$ cat src/hw/aes_pkg.sv
package aes_pkg;

  // A block is always four consecutive 32-bit words
  localparam int NUM_WORDS = 4;

  // Slave register map, in 32-bit word offsets
  localparam logic [3:0] REG_CTRL   = 4'd0;
  localparam logic [3:0] REG_STATUS = 4'd1;
  localparam logic [3:0] REG_SRC    = 4'd2;
  localparam logic [3:0] REG_DST    = 4'd3;
  localparam logic [3:0] REG_KEY0   = 4'd4;
  localparam logic [3:0] REG_KEY1   = 4'd5;
  localparam logic [3:0] REG_KEY2   = 4'd6;
  localparam logic [3:0] REG_KEY3   = 4'd7;

  // Cipher state, loaded as words and permuted as bytes
  // Byte n lives in column n/4, row n%4 (AES column-major order)
  typedef union packed {
    logic [NUM_WORDS-1:0][31:0]  words;
    logic [4*NUM_WORDS-1:0][7:0] bytes;
  } aes_state_t;

  typedef enum logic [2:0] {
    IDLE,
    START,
    FETCH,
    COMPUTE,
    STORE,
    FINISHED
  } fsm_state_t;

  // Command from the FSM to the bus master
  typedef enum logic [1:0] {
    OP_NONE,
    OP_READ,
    OP_WRITE
  } bus_op_t;

endpackage

$ cat src/hw/aes_engine.sv
`timescale 1ns/100ps

module aes_engine
  import aes_pkg::*;
(
  input  logic         clk,
  input  logic         reset_n,
  input  logic         load_en_i,
  input  logic [1:0]   word_idx_i,
  input  logic [31:0]  rdata_i,
  input  logic         compute_en_i,
  input  logic [127:0] key_i,
  output logic [31:0]  out_word_o
);

  aes_state_t state_q;
  aes_state_t keyed;
  aes_state_t shifted;

  // AddRoundKey
  assign keyed = state_q ^ key_i;

  // ShiftRows: row r rotates left by r columns
  always_comb begin
    shifted = keyed;
    for (int c = 0; c < NUM_WORDS; c++) begin
      for (int r = 0; r < 4; r++) begin
        shifted.bytes[4*c + r] = keyed.bytes[4*((c + r) % NUM_WORDS) + r];
      end
    end
  end

  always_ff @(posedge clk or negedge reset_n) begin
    if (!reset_n) begin
      state_q <= '0;
    end else if (load_en_i) begin
      state_q.words[word_idx_i] <= rdata_i;
    end else if (compute_en_i) begin
      state_q <= shifted;
    end
  end

  assign out_word_o = state_q.words[word_idx_i];

endmodule

$ cat src/hw/aes_fsm.sv
`timescale 1ns/100ps

module aes_fsm
  import aes_pkg::*;
#(
  parameter int ADDR_W = 32
) (
  input  logic              clk,
  input  logic              reset_n,
  input  logic              start_i,
  input  logic [ADDR_W-1:0] src_addr_i,
  input  logic [ADDR_W-1:0] dst_addr_i,
  input  logic              op_done_i,
  output bus_op_t           op_o,
  output logic [ADDR_W-1:0] addr_o,
  output logic              load_en_o,
  output logic [1:0]        word_idx_o,
  output logic              compute_en_o,
  output logic              busy_o,
  output logic              done_set_o
);

  fsm_state_t state_q;
  fsm_state_t state_d;
  logic [1:0] cnt_q;
  logic       last_word;

  assign last_word = (cnt_q == 2'(NUM_WORDS - 1));

  always_ff @(posedge clk or negedge reset_n) begin
    if (!reset_n) begin
      state_q <= IDLE;
    end else begin
      state_q <= state_d;
    end
  end

  // Word counter, shared by the fetch and store phases
  always_ff @(posedge clk or negedge reset_n) begin
    if (!reset_n) begin
      cnt_q <= 2'd0;
    end else if (state_q == START || state_q == COMPUTE) begin
      cnt_q <= 2'd0;
    end else if ((state_q == FETCH || state_q == STORE) && op_done_i) begin
      cnt_q <= cnt_q + 2'd1;
    end
  end

  always_comb begin
    state_d = state_q;
    case (state_q)
      IDLE: begin
        if (start_i) begin
          state_d = START;
        end
      end
      START:   state_d = FETCH;
      FETCH: begin
        if (op_done_i && last_word) begin
          state_d = COMPUTE;
        end
      end
      COMPUTE: state_d = STORE;
      STORE: begin
        if (op_done_i && last_word) begin
          state_d = FINISHED;
        end
      end
      FINISHED: state_d = IDLE;
      default:  state_d = IDLE;
    endcase
  end

  // Outputs follow the current state
  always_comb begin
    op_o         = OP_NONE;
    addr_o       = '0;
    load_en_o    = 1'b0;
    compute_en_o = 1'b0;
    done_set_o   = 1'b0;
    busy_o       = (state_q != IDLE);
    case (state_q)
      FETCH: begin
        op_o      = OP_READ;
        addr_o    = src_addr_i + ADDR_W'(cnt_q);
        load_en_o = op_done_i;
      end
      COMPUTE:  compute_en_o = 1'b1;
      STORE: begin
        op_o   = OP_WRITE;
        addr_o = dst_addr_i + ADDR_W'(cnt_q);
      end
      FINISHED: done_set_o = 1'b1;
      default: ;
    endcase
  end

  assign word_idx_o = cnt_q;

endmodule

$ cat src/hw/aes_regfile.sv
`timescale 1ns/100ps

module aes_regfile
  import aes_pkg::*;
#(
  parameter int ADDR_W = 32
) (
  input  logic              clk,
  input  logic              reset_n,
  input  logic              s_cyc_i,
  input  logic              s_stb_i,
  input  logic              s_we_i,
  input  logic [3:0]        s_adr_i,
  input  logic [31:0]       s_dat_i,
  output logic [31:0]       s_dat_o,
  output logic              s_ack_o,
  input  logic              busy_i,
  input  logic              done_set_i,
  output logic              start_o,
  output logic [ADDR_W-1:0] src_addr_o,
  output logic [ADDR_W-1:0] dst_addr_o,
  output logic [127:0]      key_o,
  output logic              irq_o
);

  logic              access;
  logic              start_req;
  logic              done_q;
  logic [ADDR_W-1:0] src_q;
  logic [ADDR_W-1:0] dst_q;
  logic [3:0][31:0]  key_q;
  logic [31:0]       rd_data;

  // New request only when no ack is currently out
  assign access = s_cyc_i && s_stb_i && !s_ack_o;

  // Start is dropped while a block is in flight
  assign start_req = access && s_we_i && (s_adr_i == REG_CTRL) && s_dat_i[0] &&
                     !busy_i && !start_o;

  always_ff @(posedge clk or negedge reset_n) begin
    if (!reset_n) begin
      s_ack_o <= 1'b0;
      start_o <= 1'b0;
      done_q  <= 1'b0;
    end else begin
      s_ack_o <= access;
      start_o <= start_req;
      if (start_req) begin
        done_q <= 1'b0;
      end else if (done_set_i) begin
        done_q <= 1'b1;
      end
    end
  end

  // Configuration and read data
  always_ff @(posedge clk) begin
    if (access && s_we_i) begin
      case (s_adr_i)
        REG_SRC:  src_q    <= s_dat_i[ADDR_W-1:0];
        REG_DST:  dst_q    <= s_dat_i[ADDR_W-1:0];
        REG_KEY0: key_q[0] <= s_dat_i;
        REG_KEY1: key_q[1] <= s_dat_i;
        REG_KEY2: key_q[2] <= s_dat_i;
        REG_KEY3: key_q[3] <= s_dat_i;
        default: ;
      endcase
    end
    if (access && !s_we_i) begin
      s_dat_o <= rd_data;
    end
  end

  always_comb begin
    case (s_adr_i)
      REG_STATUS: rd_data = {30'd0, busy_i, done_q};
      REG_SRC:    rd_data = 32'(src_q);
      REG_DST:    rd_data = 32'(dst_q);
      REG_KEY0:   rd_data = key_q[0];
      REG_KEY1:   rd_data = key_q[1];
      REG_KEY2:   rd_data = key_q[2];
      REG_KEY3:   rd_data = key_q[3];
      // CTRL and unused offsets read as zero
      default:    rd_data = 32'd0;
    endcase
  end

  assign src_addr_o = src_q;
  assign dst_addr_o = dst_q;
  assign key_o      = key_q;
  assign irq_o      = done_q;

endmodule

$ cat src/hw/aes_streamer.sv
`timescale 1ns/100ps

module aes_streamer
  import aes_pkg::*;
#(
  parameter int ADDR_W = 32
) (
  input  logic              clk,
  input  logic              reset_n,
  input  bus_op_t           op_i,
  input  logic [ADDR_W-1:0] addr_i,
  input  logic [31:0]       wdata_i,
  output logic              m_cyc_o,
  output logic              m_stb_o,
  output logic              m_we_o,
  output logic [ADDR_W-1:0] m_adr_o,
  output logic [31:0]       m_dat_o,
  input  logic [31:0]       m_dat_i,
  input  logic              m_ack_i,
  output logic [31:0]       rdata_o,
  output logic              op_done_o
);

  logic        active_q;
  logic        done_q;
  logic        launch;
  logic        ack_now;

  // One cycle of rest after each completion
  assign launch  = (op_i != OP_NONE) && !active_q && !done_q;
  assign ack_now = active_q && m_ack_i;

  always_ff @(posedge clk or negedge reset_n) begin
    if (!reset_n) begin
      active_q <= 1'b0;
      done_q   <= 1'b0;
      m_we_o   <= 1'b0;
    end else begin
      done_q <= ack_now;
      if (launch) begin
        active_q <= 1'b1;
        m_we_o   <= (op_i == OP_WRITE);
      end else if (ack_now) begin
        active_q <= 1'b0;
        m_we_o   <= 1'b0;
      end
    end
  end

  // Address and write data held for the whole transfer
  always_ff @(posedge clk) begin
    if (launch) begin
      m_adr_o <= addr_i;
      m_dat_o <= wdata_i;
    end
  end

  assign m_cyc_o   = active_q;
  assign m_stb_o   = active_q;
  assign op_done_o = ack_now;

  // Read word goes straight to the engine, which loads it in the ack cycle
  assign rdata_o = m_dat_i;

endmodule

$ cat src/hw/aes_top.sv
`timescale 1ns/100ps

module aes_top
  import aes_pkg::*;
#(
  parameter int ADDR_W = 32
) (
  input  logic              clk,
  input  logic              reset_n,
  input  logic              s_cyc_i,
  input  logic              s_stb_i,
  input  logic              s_we_i,
  input  logic [3:0]        s_adr_i,
  input  logic [31:0]       s_dat_i,
  output logic [31:0]       s_dat_o,
  output logic              s_ack_o,
  output logic              m_cyc_o,
  output logic              m_stb_o,
  output logic              m_we_o,
  output logic [ADDR_W-1:0] m_adr_o,
  output logic [31:0]       m_dat_o,
  input  logic [31:0]       m_dat_i,
  input  logic              m_ack_i,
  output logic              irq_o
);

  logic              start_pulse;
  logic              busy;
  logic              done_set;
  logic [ADDR_W-1:0] src_addr;
  logic [ADDR_W-1:0] dst_addr;
  logic [127:0]      key;
  bus_op_t           op;
  logic [ADDR_W-1:0] op_addr;
  logic              op_done;
  logic [31:0]       rdata;
  logic              load_en;
  logic [1:0]        word_idx;
  logic              compute_en;
  logic [31:0]       out_word;

  aes_regfile #(
    .ADDR_W (ADDR_W)
  ) u_regfile (
    .clk        (clk),
    .reset_n    (reset_n),
    .s_cyc_i    (s_cyc_i),
    .s_stb_i    (s_stb_i),
    .s_we_i     (s_we_i),
    .s_adr_i    (s_adr_i),
    .s_dat_i    (s_dat_i),
    .s_dat_o    (s_dat_o),
    .s_ack_o    (s_ack_o),
    .busy_i     (busy),
    .done_set_i (done_set),
    .start_o    (start_pulse),
    .src_addr_o (src_addr),
    .dst_addr_o (dst_addr),
    .key_o      (key),
    .irq_o      (irq_o)
  );

  aes_fsm #(
    .ADDR_W (ADDR_W)
  ) u_fsm (
    .clk          (clk),
    .reset_n      (reset_n),
    .start_i      (start_pulse),
    .src_addr_i   (src_addr),
    .dst_addr_i   (dst_addr),
    .op_done_i    (op_done),
    .op_o         (op),
    .addr_o       (op_addr),
    .load_en_o    (load_en),
    .word_idx_o   (word_idx),
    .compute_en_o (compute_en),
    .busy_o       (busy),
    .done_set_o   (done_set)
  );

  aes_streamer #(
    .ADDR_W (ADDR_W)
  ) u_streamer (
    .clk       (clk),
    .reset_n   (reset_n),
    .op_i      (op),
    .addr_i    (op_addr),
    .wdata_i   (out_word),
    .m_cyc_o   (m_cyc_o),
    .m_stb_o   (m_stb_o),
    .m_we_o    (m_we_o),
    .m_adr_o   (m_adr_o),
    .m_dat_o   (m_dat_o),
    .m_dat_i   (m_dat_i),
    .m_ack_i   (m_ack_i),
    .rdata_o   (rdata),
    .op_done_o (op_done)
  );

  aes_engine u_engine (
    .clk          (clk),
    .reset_n      (reset_n),
    .load_en_i    (load_en),
    .word_idx_i   (word_idx),
    .rdata_i      (rdata),
    .compute_en_i (compute_en),
    .key_i        (key),
    .out_word_o   (out_word)
  );

endmodule

$ cat config.mk
export PLATFORM = sky130hd
export DESIGN_NAME = aes_top
export DESIGN_NICKNAME = d
export VERILOG_FILES = /design/src/hw/aes_pkg.sv /design/src/hw/aes_engine.sv /design/src/hw/aes_fsm.sv /design/src/hw/aes_regfile.sv /design/src/hw/aes_streamer.sv /design/src/hw/aes_top.sv
export SDC_FILE = /design/constraint.sdc
export NUM_CORES = 1
export LEC_CHECK = 0
export BUFFER_PORTS_ARGS = -buffer_cell sky130_fd_sc_hd__buf_2
export CAP_MARGIN = 10
export CELL_PAD_IN_SITES_DETAIL_PLACEMENT = 1
export CELL_PAD_IN_SITES_GLOBAL_PLACEMENT = 2
export CORE_MARGIN = 1.5
export CORE_UTILIZATION = 42
export CTS_CLUSTER_DIAMETER = 150
export DETAILED_ROUTE_END_ITERATION = 7
export GPL_TIMING_DRIVEN = 0
export HOLD_SLACK_MARGIN = 0.1
export MAX_ROUTING_LAYER = met4
export PLACE_DENSITY_LB_ADDON = 0.15
export SYNTH_ARGS = -nofsm -noshare
export SYNTH_HDL_FRONTEND = slang
export SYNTH_SLANG_ARGS = --single-unit
$ cat constraint.sdc
create_clock -name clk -period 8 [get_ports clk]
set_input_delay 1.6 -clock clk [delete_from_list [all_inputs] [get_ports clk]]
set_output_delay 1.6 -clock clk [all_outputs]
set_load 0.01 [all_outputs]
### After elaboration in Yosys (flattened, before gate mapping)

Cells that the tools add are included.

| cells by class | value |
|---|---|
| add/subtract/negate cells | 3 |
| order comparisons | 2 |
| equality and inequality tests | 17 |
| muxes and demuxes | 24 |
| bitwise gates (word level) | 1 |
| reductions and logical operators | 37 |

Operator list:

| operator | count |
|---|---|
| $mux W128 | 2 |
| $pmux W32 S7 | 1 |
| $bwmux W128 | 1 |
| $xor A128 B128 Y128 | 1 |
| $add A32 B2 Y32 | 2 |
| $bmux W32 S2 | 1 |
| $demux W32 S2 | 1 |
| $mux W32 | 2 |
| $pmux W32 S2 | 1 |
| $eq A4 B3 Y1 const B | 4 |
| $pmux W3 S5 | 1 |
| $logic_and A1 B1 Y1 | 14 |
| $reduce_and A2 Y1 | 6 |
| $reduce_bool A2 Y1 | 5 |
| $mux W3 | 3 |
| $eq A4 B2 Y1 const B | 2 |
| $mux W1 | 8 |
| $eq A3 B2 Y1 const B | 2 |
| $eq A3 B3 Y1 const B | 2 |
| $logic_not A1 Y1 | 6 |
| $ne A2 B2 Y1 const B | 3 |
| $eq A2 B2 Y1 const B | 2 |
| $eq A4 B1 Y1 const B | 1 |
| $logic_not A4 Y1 | 1 |
| 10 further kinds | 12 |

| storage, ports and cells | value |
|---|---|
| bits in registers | 427 |
| bits of input ports | 74 |
| output and inout bits | 101 |
| logic and storage cells | 102 |

### Longest topological paths before layout

| depth | value |
|---|---|
| depth in word-level cells | 8 |
| gate-level depth with buffers | 15 |
| depth with buffers taken out | 9 |

### Cells and area by module

Synthesis repeated with hierarchy kept, for this count alone.

| second synthesis, totals | value |
|---|---|
| cells, all modules | 1545 |
| area total of the unflattened synthesis | 20348.3 µm² |

By module, submodules not included:

| module | instances | cells an instance | area an instance (µm²) | sequential area each (µm²) |
|---|---|---|---|---|
| aes_regfile | 1 | 436 | 8520.7 | 6801.5 |
| aes_engine | 1 | 722 | 7587.3 | 3203.1 |
| aes_streamer | 1 | 110 | 2314.7 | 1996.9 |
| aes_fsm | 1 | 277 | 1925.6 | 125.1 |

### Least setup slack after synthesis

Ideal clock, no wire load.

| path | value |
|---|---|
| path kind | register to register |
| start | reg u_fsm.state_q[1] |
| end | reg u_streamer.m_adr_o[0], enable pin |
| setup time | 0.567 ns |
| arrival time | 5.846 ns |
| data required time | 7.433 ns |
| slack | 1.587 ns |
| cell stages (with the launch flop) | 7 |
| path buffers | 3 |
| clock period less this slack | 6.413 ns |
| cell sequence | dfrtp_1 > buf_6 > nor3b_1 > buf_2 > buf_2 > nor2_1 > nor3_1 |

| between the ends | value |
|---|---|
| longest elaborated chain between the ends | 5 |
| elaborated cells on any way between the ends | 6 |
| those cells by class | eq/ne (2); mux (1); reduce/logical (3) |

RTL lines:

| item | line | text |
|---|---|---|
| start: declaration | aes_fsm.sv:23 | `fsm_state_t state_q;` |
| start signal: assignment | aes_fsm.sv:34 | `state_q <= state_d;` |
| $eq A3 B3 Y1 / $eq A3 B2 Y1 (equally long branches) | aes_fsm.sv:82 | `case (state_q)` |
| $pmux W2 S2 * | aes_fsm.sv:82 |  |
| $reduce_bool A2 Y1 * | aes_streamer.sv:30 | `assign launch = (op_i != OP_NONE) && !active_q && !done_q;` |
| $logic_and A1 B1 Y1 * (2 in series) | aes_streamer.sv:30 |  |
| named net u_streamer.launch | aes_streamer.sv:26 | `logic launch;` |
| end signal: assignment | aes_streamer.sv:53 | `m_adr_o <= addr_i;` |
| end: declaration | aes_streamer.sv:16 | `output logic [ADDR_W-1:0] m_adr_o,` |

The timed path passes the listed nets; every way through them passes the cells marked *.
A chain may end at the register's enable or synchronous reset.

### Worst setup path after layout

| path | value |
|---|---|
| start | reg u_fsm.cnt_q[0] (netlist: u_fsm.word_idx_o[0]) |
| end | reg u_engine.state_q[94] in the netlist's numbering |

| between the ends | value |
|---|---|
| longest elaborated chain between the ends | 6 |
| elaborated cells on any way between the ends | 7 |
| those cells by class | order compare (2); mux (4); reduce/logical (1) |

RTL lines:

| item | line | text |
|---|---|---|
| start: declaration | aes_fsm.sv:25 | `logic [1:0] cnt_q;` |
| start signal: assignment | aes_fsm.sv:45 | `cnt_q <= cnt_q + 2'd1;` |
| $lt A2 B3 Y1 (implied by the code) / $ge A2 B1 Y1 (equally long branches) | aes_engine.sv:37 | `state_q.words[word_idx_i] <= rdata_i;` |
| $logic_and A1 B1 Y1 (implied by the code) | aes_engine.sv:37 |  |
| $mux W32 (implied by the code) | aes_engine.sv:37 |  |
| $demux W32 S2 * | -- |  |
| $bwmux W128 * | aes_engine.sv:37 |  |
| $mux W128 * | aes_engine.sv:36 | `end else if (load_en_i) begin` |
| end signal: assignment | aes_engine.sv:39 | `state_q <= shifted;` |
| end: declaration | aes_engine.sv:16 | `aes_state_t state_q;` |

Every way passes the cells marked *; elsewhere a longest branch is shown, timed or not.

==> key figures <==
Final layout
  • Final instance area: 22,640 µm²
  • Finished Layout Cells: 2,268
  • Filler instances: 4,507
  • Layout Nets: 1,717
  • P&R area growth vs syn: 19.44%
  • Share of layout cells above drive strength 1: 20.55%
  • Finished Core Util: 50.96%

Synthesis
  • Sequential-to-total area share from yosys stat: 63.99%
  • Area contributors post-synth: edfxtp_1, dfrtp_1, xnor2_1
  • Cell accounting for the most synthesized area: edfxtp_1
  • Post-Synthesis Cells: 1,389
  • Syn nets: 1,470
  • EDFF count, synth: 288
  • Post-synth ARST share: 32.55%
  • Yosys warning count: 0
  • Synth top cells by count: edfxtp_1, dfrtp_1, nor2_1
  • Unique masters post-synth: 51
  • Syn Std Cell Area: 18,950 µm²
  • Fraction of synthesized cell area taken by the top area cell type: 45.64%
  • Syn avg cell area: 13.64 µm²
  • Cell with the most instances after synthesis: edfxtp_1
  • Synth Flop Type: edfxtp_1
  • Synth Register Bits: 427

Run
  • Max cap viols: 0

Clock tree
  • Clk buf depth: 3
  • CTS Root Cell: clkbuf_16
  • Buffer count from post-CTS setup fixing: 0
  • Post-cts sizing count: 0
  • CTS Hold Bufs: 0
  • Worst-Skew Late Latency: 0.59 ns
  • CTS Buf Count: 47
  • H-tree depth: 2
  • CTS tree: built
  • Clock tree sinks: 427
  • Clock Pin Slew Worst Setup and Hold Paths: 0.06 ns

Placed design
  • Post-DP Area: 20,930 µm²
  • HPWL after DPL: 45,940 µm
  • Final Wtd Congestion: 0.8679
  • # port buffers: 173
  • Cell count after placement: 2,178

Floorplan
  • IO Count: 175
  • Die height: 215.4 µm
  • Starting density of the core: 42.67%
  • Row cnt: 77
  • Die area: 46,400 µm²
  • Core area: 44,410 µm²
  • Die W: 215.4 µm

Power
  • Clock Power Share: 33.2%
  • Sw frac: 29.67%
  • Worst-case vdd ir drop: 0.1915 mV
  • Psw: 2.111 mW
  • Internal Power: 5.005 mW
  • Power per cell area: 314.4 nW/µm²
  • Combinational power share: 23.2%
  • Sequential Power Share: 43.6%
  • Total power: 7.116 mW
  • P_leak: 8.181 nW

Global routing
  • Largest net degree at the start of global routing: 94
  • Vias in the first global route: 14,120
  • Antenna violations before repair: 1
  • First-pass GRT wire length: 95,880 µm
  • Grt ovf: 0
  • Tot GR Track Use: 29.50%

Status
  • Status: complete, no violations

Critical path
  • Worst path arrival time: 5.81 ns
  • Worst-path fanout max: 10
  • Critical path type: register to register
  • Worst path required time: 8.51 ns
  • Crit end category: register
  • CP Launch Type: register
  • Flop2flop setup slack: 2.71 ns

Drt
  • ANT nets after route: 0
  • Vias: 13,548
  • 1st-pass router iterations: 5
  • Routed wire per std cell: 29.27 µm
  • Drc violations: 0
  • 1st-iter DRT viols: 1,273
  • DRT Wirelength: 66,380 µm
  • Via/cell ratio: 5.974

Timing
  • Peak Freq: 188.9 MHz
  • Clock skew: 0.01590 ns
  • Max transition margin: 7.590%
  • Fin crit share: 66.18%
  • Worst slew pin tran: 1.386 ns
  • Final Critical Period: 5.294 ns
  • Fin. max-slew vios: 0
  • RSZ-0062 raised after global routing: no
  • Final setup viols: 0
  • Hold Vio Cnt, Final: 0

Min path
  • Worst min-delay path class: register to register
==> path summary, 6_finish.rpt <==
path,startpoint,end,cells after the start
max reg2reg,u_fsm.word_idx_o[0],u_engine.state_q[94],11
min,u_regfile.start_o,u_regfile.start_o,1
min in group asynchronous,reset_n,u_engine.state_q[68],1
min reg2reg,u_regfile.start_o,u_regfile.start_o,1
max,u_fsm.word_idx_o[0],u_engine.state_q[94],11
max in group asynchronous,reset_n,u_engine.state_q[85],2
==> cells in the final DEF (no fill, tap or decap), types with 6 or more instances in the layout <==
cell / Yosys / final
a22oi_1: 93 / 93
buf_2: 6 / 178
ha_1: 6 / 6
nor3b_1: 8 / 8
buf_8: 0 / 6
dfrtp_1: 139 / 139
nor2_1: 137 / 137
nand2_1: 92 / 92
a21oi_1: 7 / 7
bufinv_16: 0 / 9
nand3_1: 62 / 62
clkbuf_16: 0 / 49
xnor2_1: 120 / 120
nor3_1: 18 / 14
a221o_1: 96 / 96
o22ai_1: 23 / 23
edfxtp_1: 288 / 288
mux2i_1: 10 / 10
xor2_1: 60 / 60
mux4_2: 32 / 32
o21ai_0: 37 / 37
clkbuf_1: 71 / 74
buf_6: 2 / 16
clkinvlp_4: 0 / 6
clkinv_2: 0 / 12
inv_1: 8 / 8
nor3_2: 4 / 8
==> power by group through the flow <==
stage,clock network (mW),logic [mW],registers (mW)
after global placement,0,1.57,3.15
after floorplan,0,0.954,3.15
after CTS,2.39,1.67,3.10
after global routing,2.46,1.77,3.14
final,2.36,1.65,3.10
after detailed placement,0,1.66,3.13
==> flip-flops by register name (all words and copies together), names as in the netlist, 2 cells and up <==
register              flops
u_engine.state_q        128
u_fsm.state_q             3
u_regfile.s_dat_o        32
u_streamer.m_adr_o       32
u_regfile.key_o         128
u_regfile.src_addr_o     32
u_streamer.m_dat_o       32
u_fsm.word_idx_o          2
u_regfile.dst_addr_o     32
==> worst max-delay path: stages (launching register included) <==
cell	delay [ns]
dfrtp_1	0.40
clkbuf_1	0.78
clkbuf_1	0.45
buf_8	0.24
clkbuf_1	0.72
inv_1	0.19
ha_1	0.25
and3_1	0.13
clkbuf_1	0.15
nor2_1	0.76
clkbuf_1	0.83
a221o_1	0.29
==> per-layer routing <==
layer / GRT usage, % / part of all wire [%]
met1: 38.41 / 42
met4: 11.84 / 3.7
met2: 46.13 / 47
met5: - / 0
met3: 5.088 / 6.5
==> metrics by stage <==
| step | setup WS (ns) | TNS (ns) | hold WS [ns] |
|---|---|---|---|
| floorplan | 1.587 | 0 | 0.4203 |
| global placement | -2.482 | -164.88 | 0.5191 |
| detailed placement | 2.734 | 0 | 0.5307 |
| CTS | 2.686 | 0 | 0.5375 |
| global route | 2.645 | 0 | 0.5418 |
| finish | 2.706 | 0 | 0.5533 |
==> area by class of cell <==
| cell class | instances | area (µm²) | share of cell area, % |
|---|---|---|---|
| plain buffers | 87 | 360.3 | 1.592 |
| multi-input cells | 867 | 6459 | 28.53 |
| clock inverters | 32 | 404.1 | 1.785 |
| well taps | 592 | 740.7 | 3.272 |
| diodes | 2 | 5.005 | 0.02211 |
| clock buffers | 55 | 1279 | 5.649 |
| inverters | 8 | 30.03 | 0.1327 |
| repair buffers | 198 | 1231 | 5.439 |
| flip-flops and latches | 427 | 12130 | 53.57 |
==> kinds of logic (layout without fill, tap and decap cells) <==
kind of cell | Yosys count | in the layout | synth area share (%)
AND/OR/NAND/NOR | 359 | 359 | 8.742
other | 0 | 2 | 0
multiplexers | 42 | 42 | 4.331
buffers and inverters | 95 | 380 | 2.060
flip-flops | 427 | 427 | 63.99
AO/OA/AOI/OAI | 279 | 279 | 12.06
adder cells (fa/ha/maj) | 7 | 7 | 0.5018
XOR/XNOR | 180 | 180 | 8.319
No activity file was read; power rests on OpenSTA's default activity.
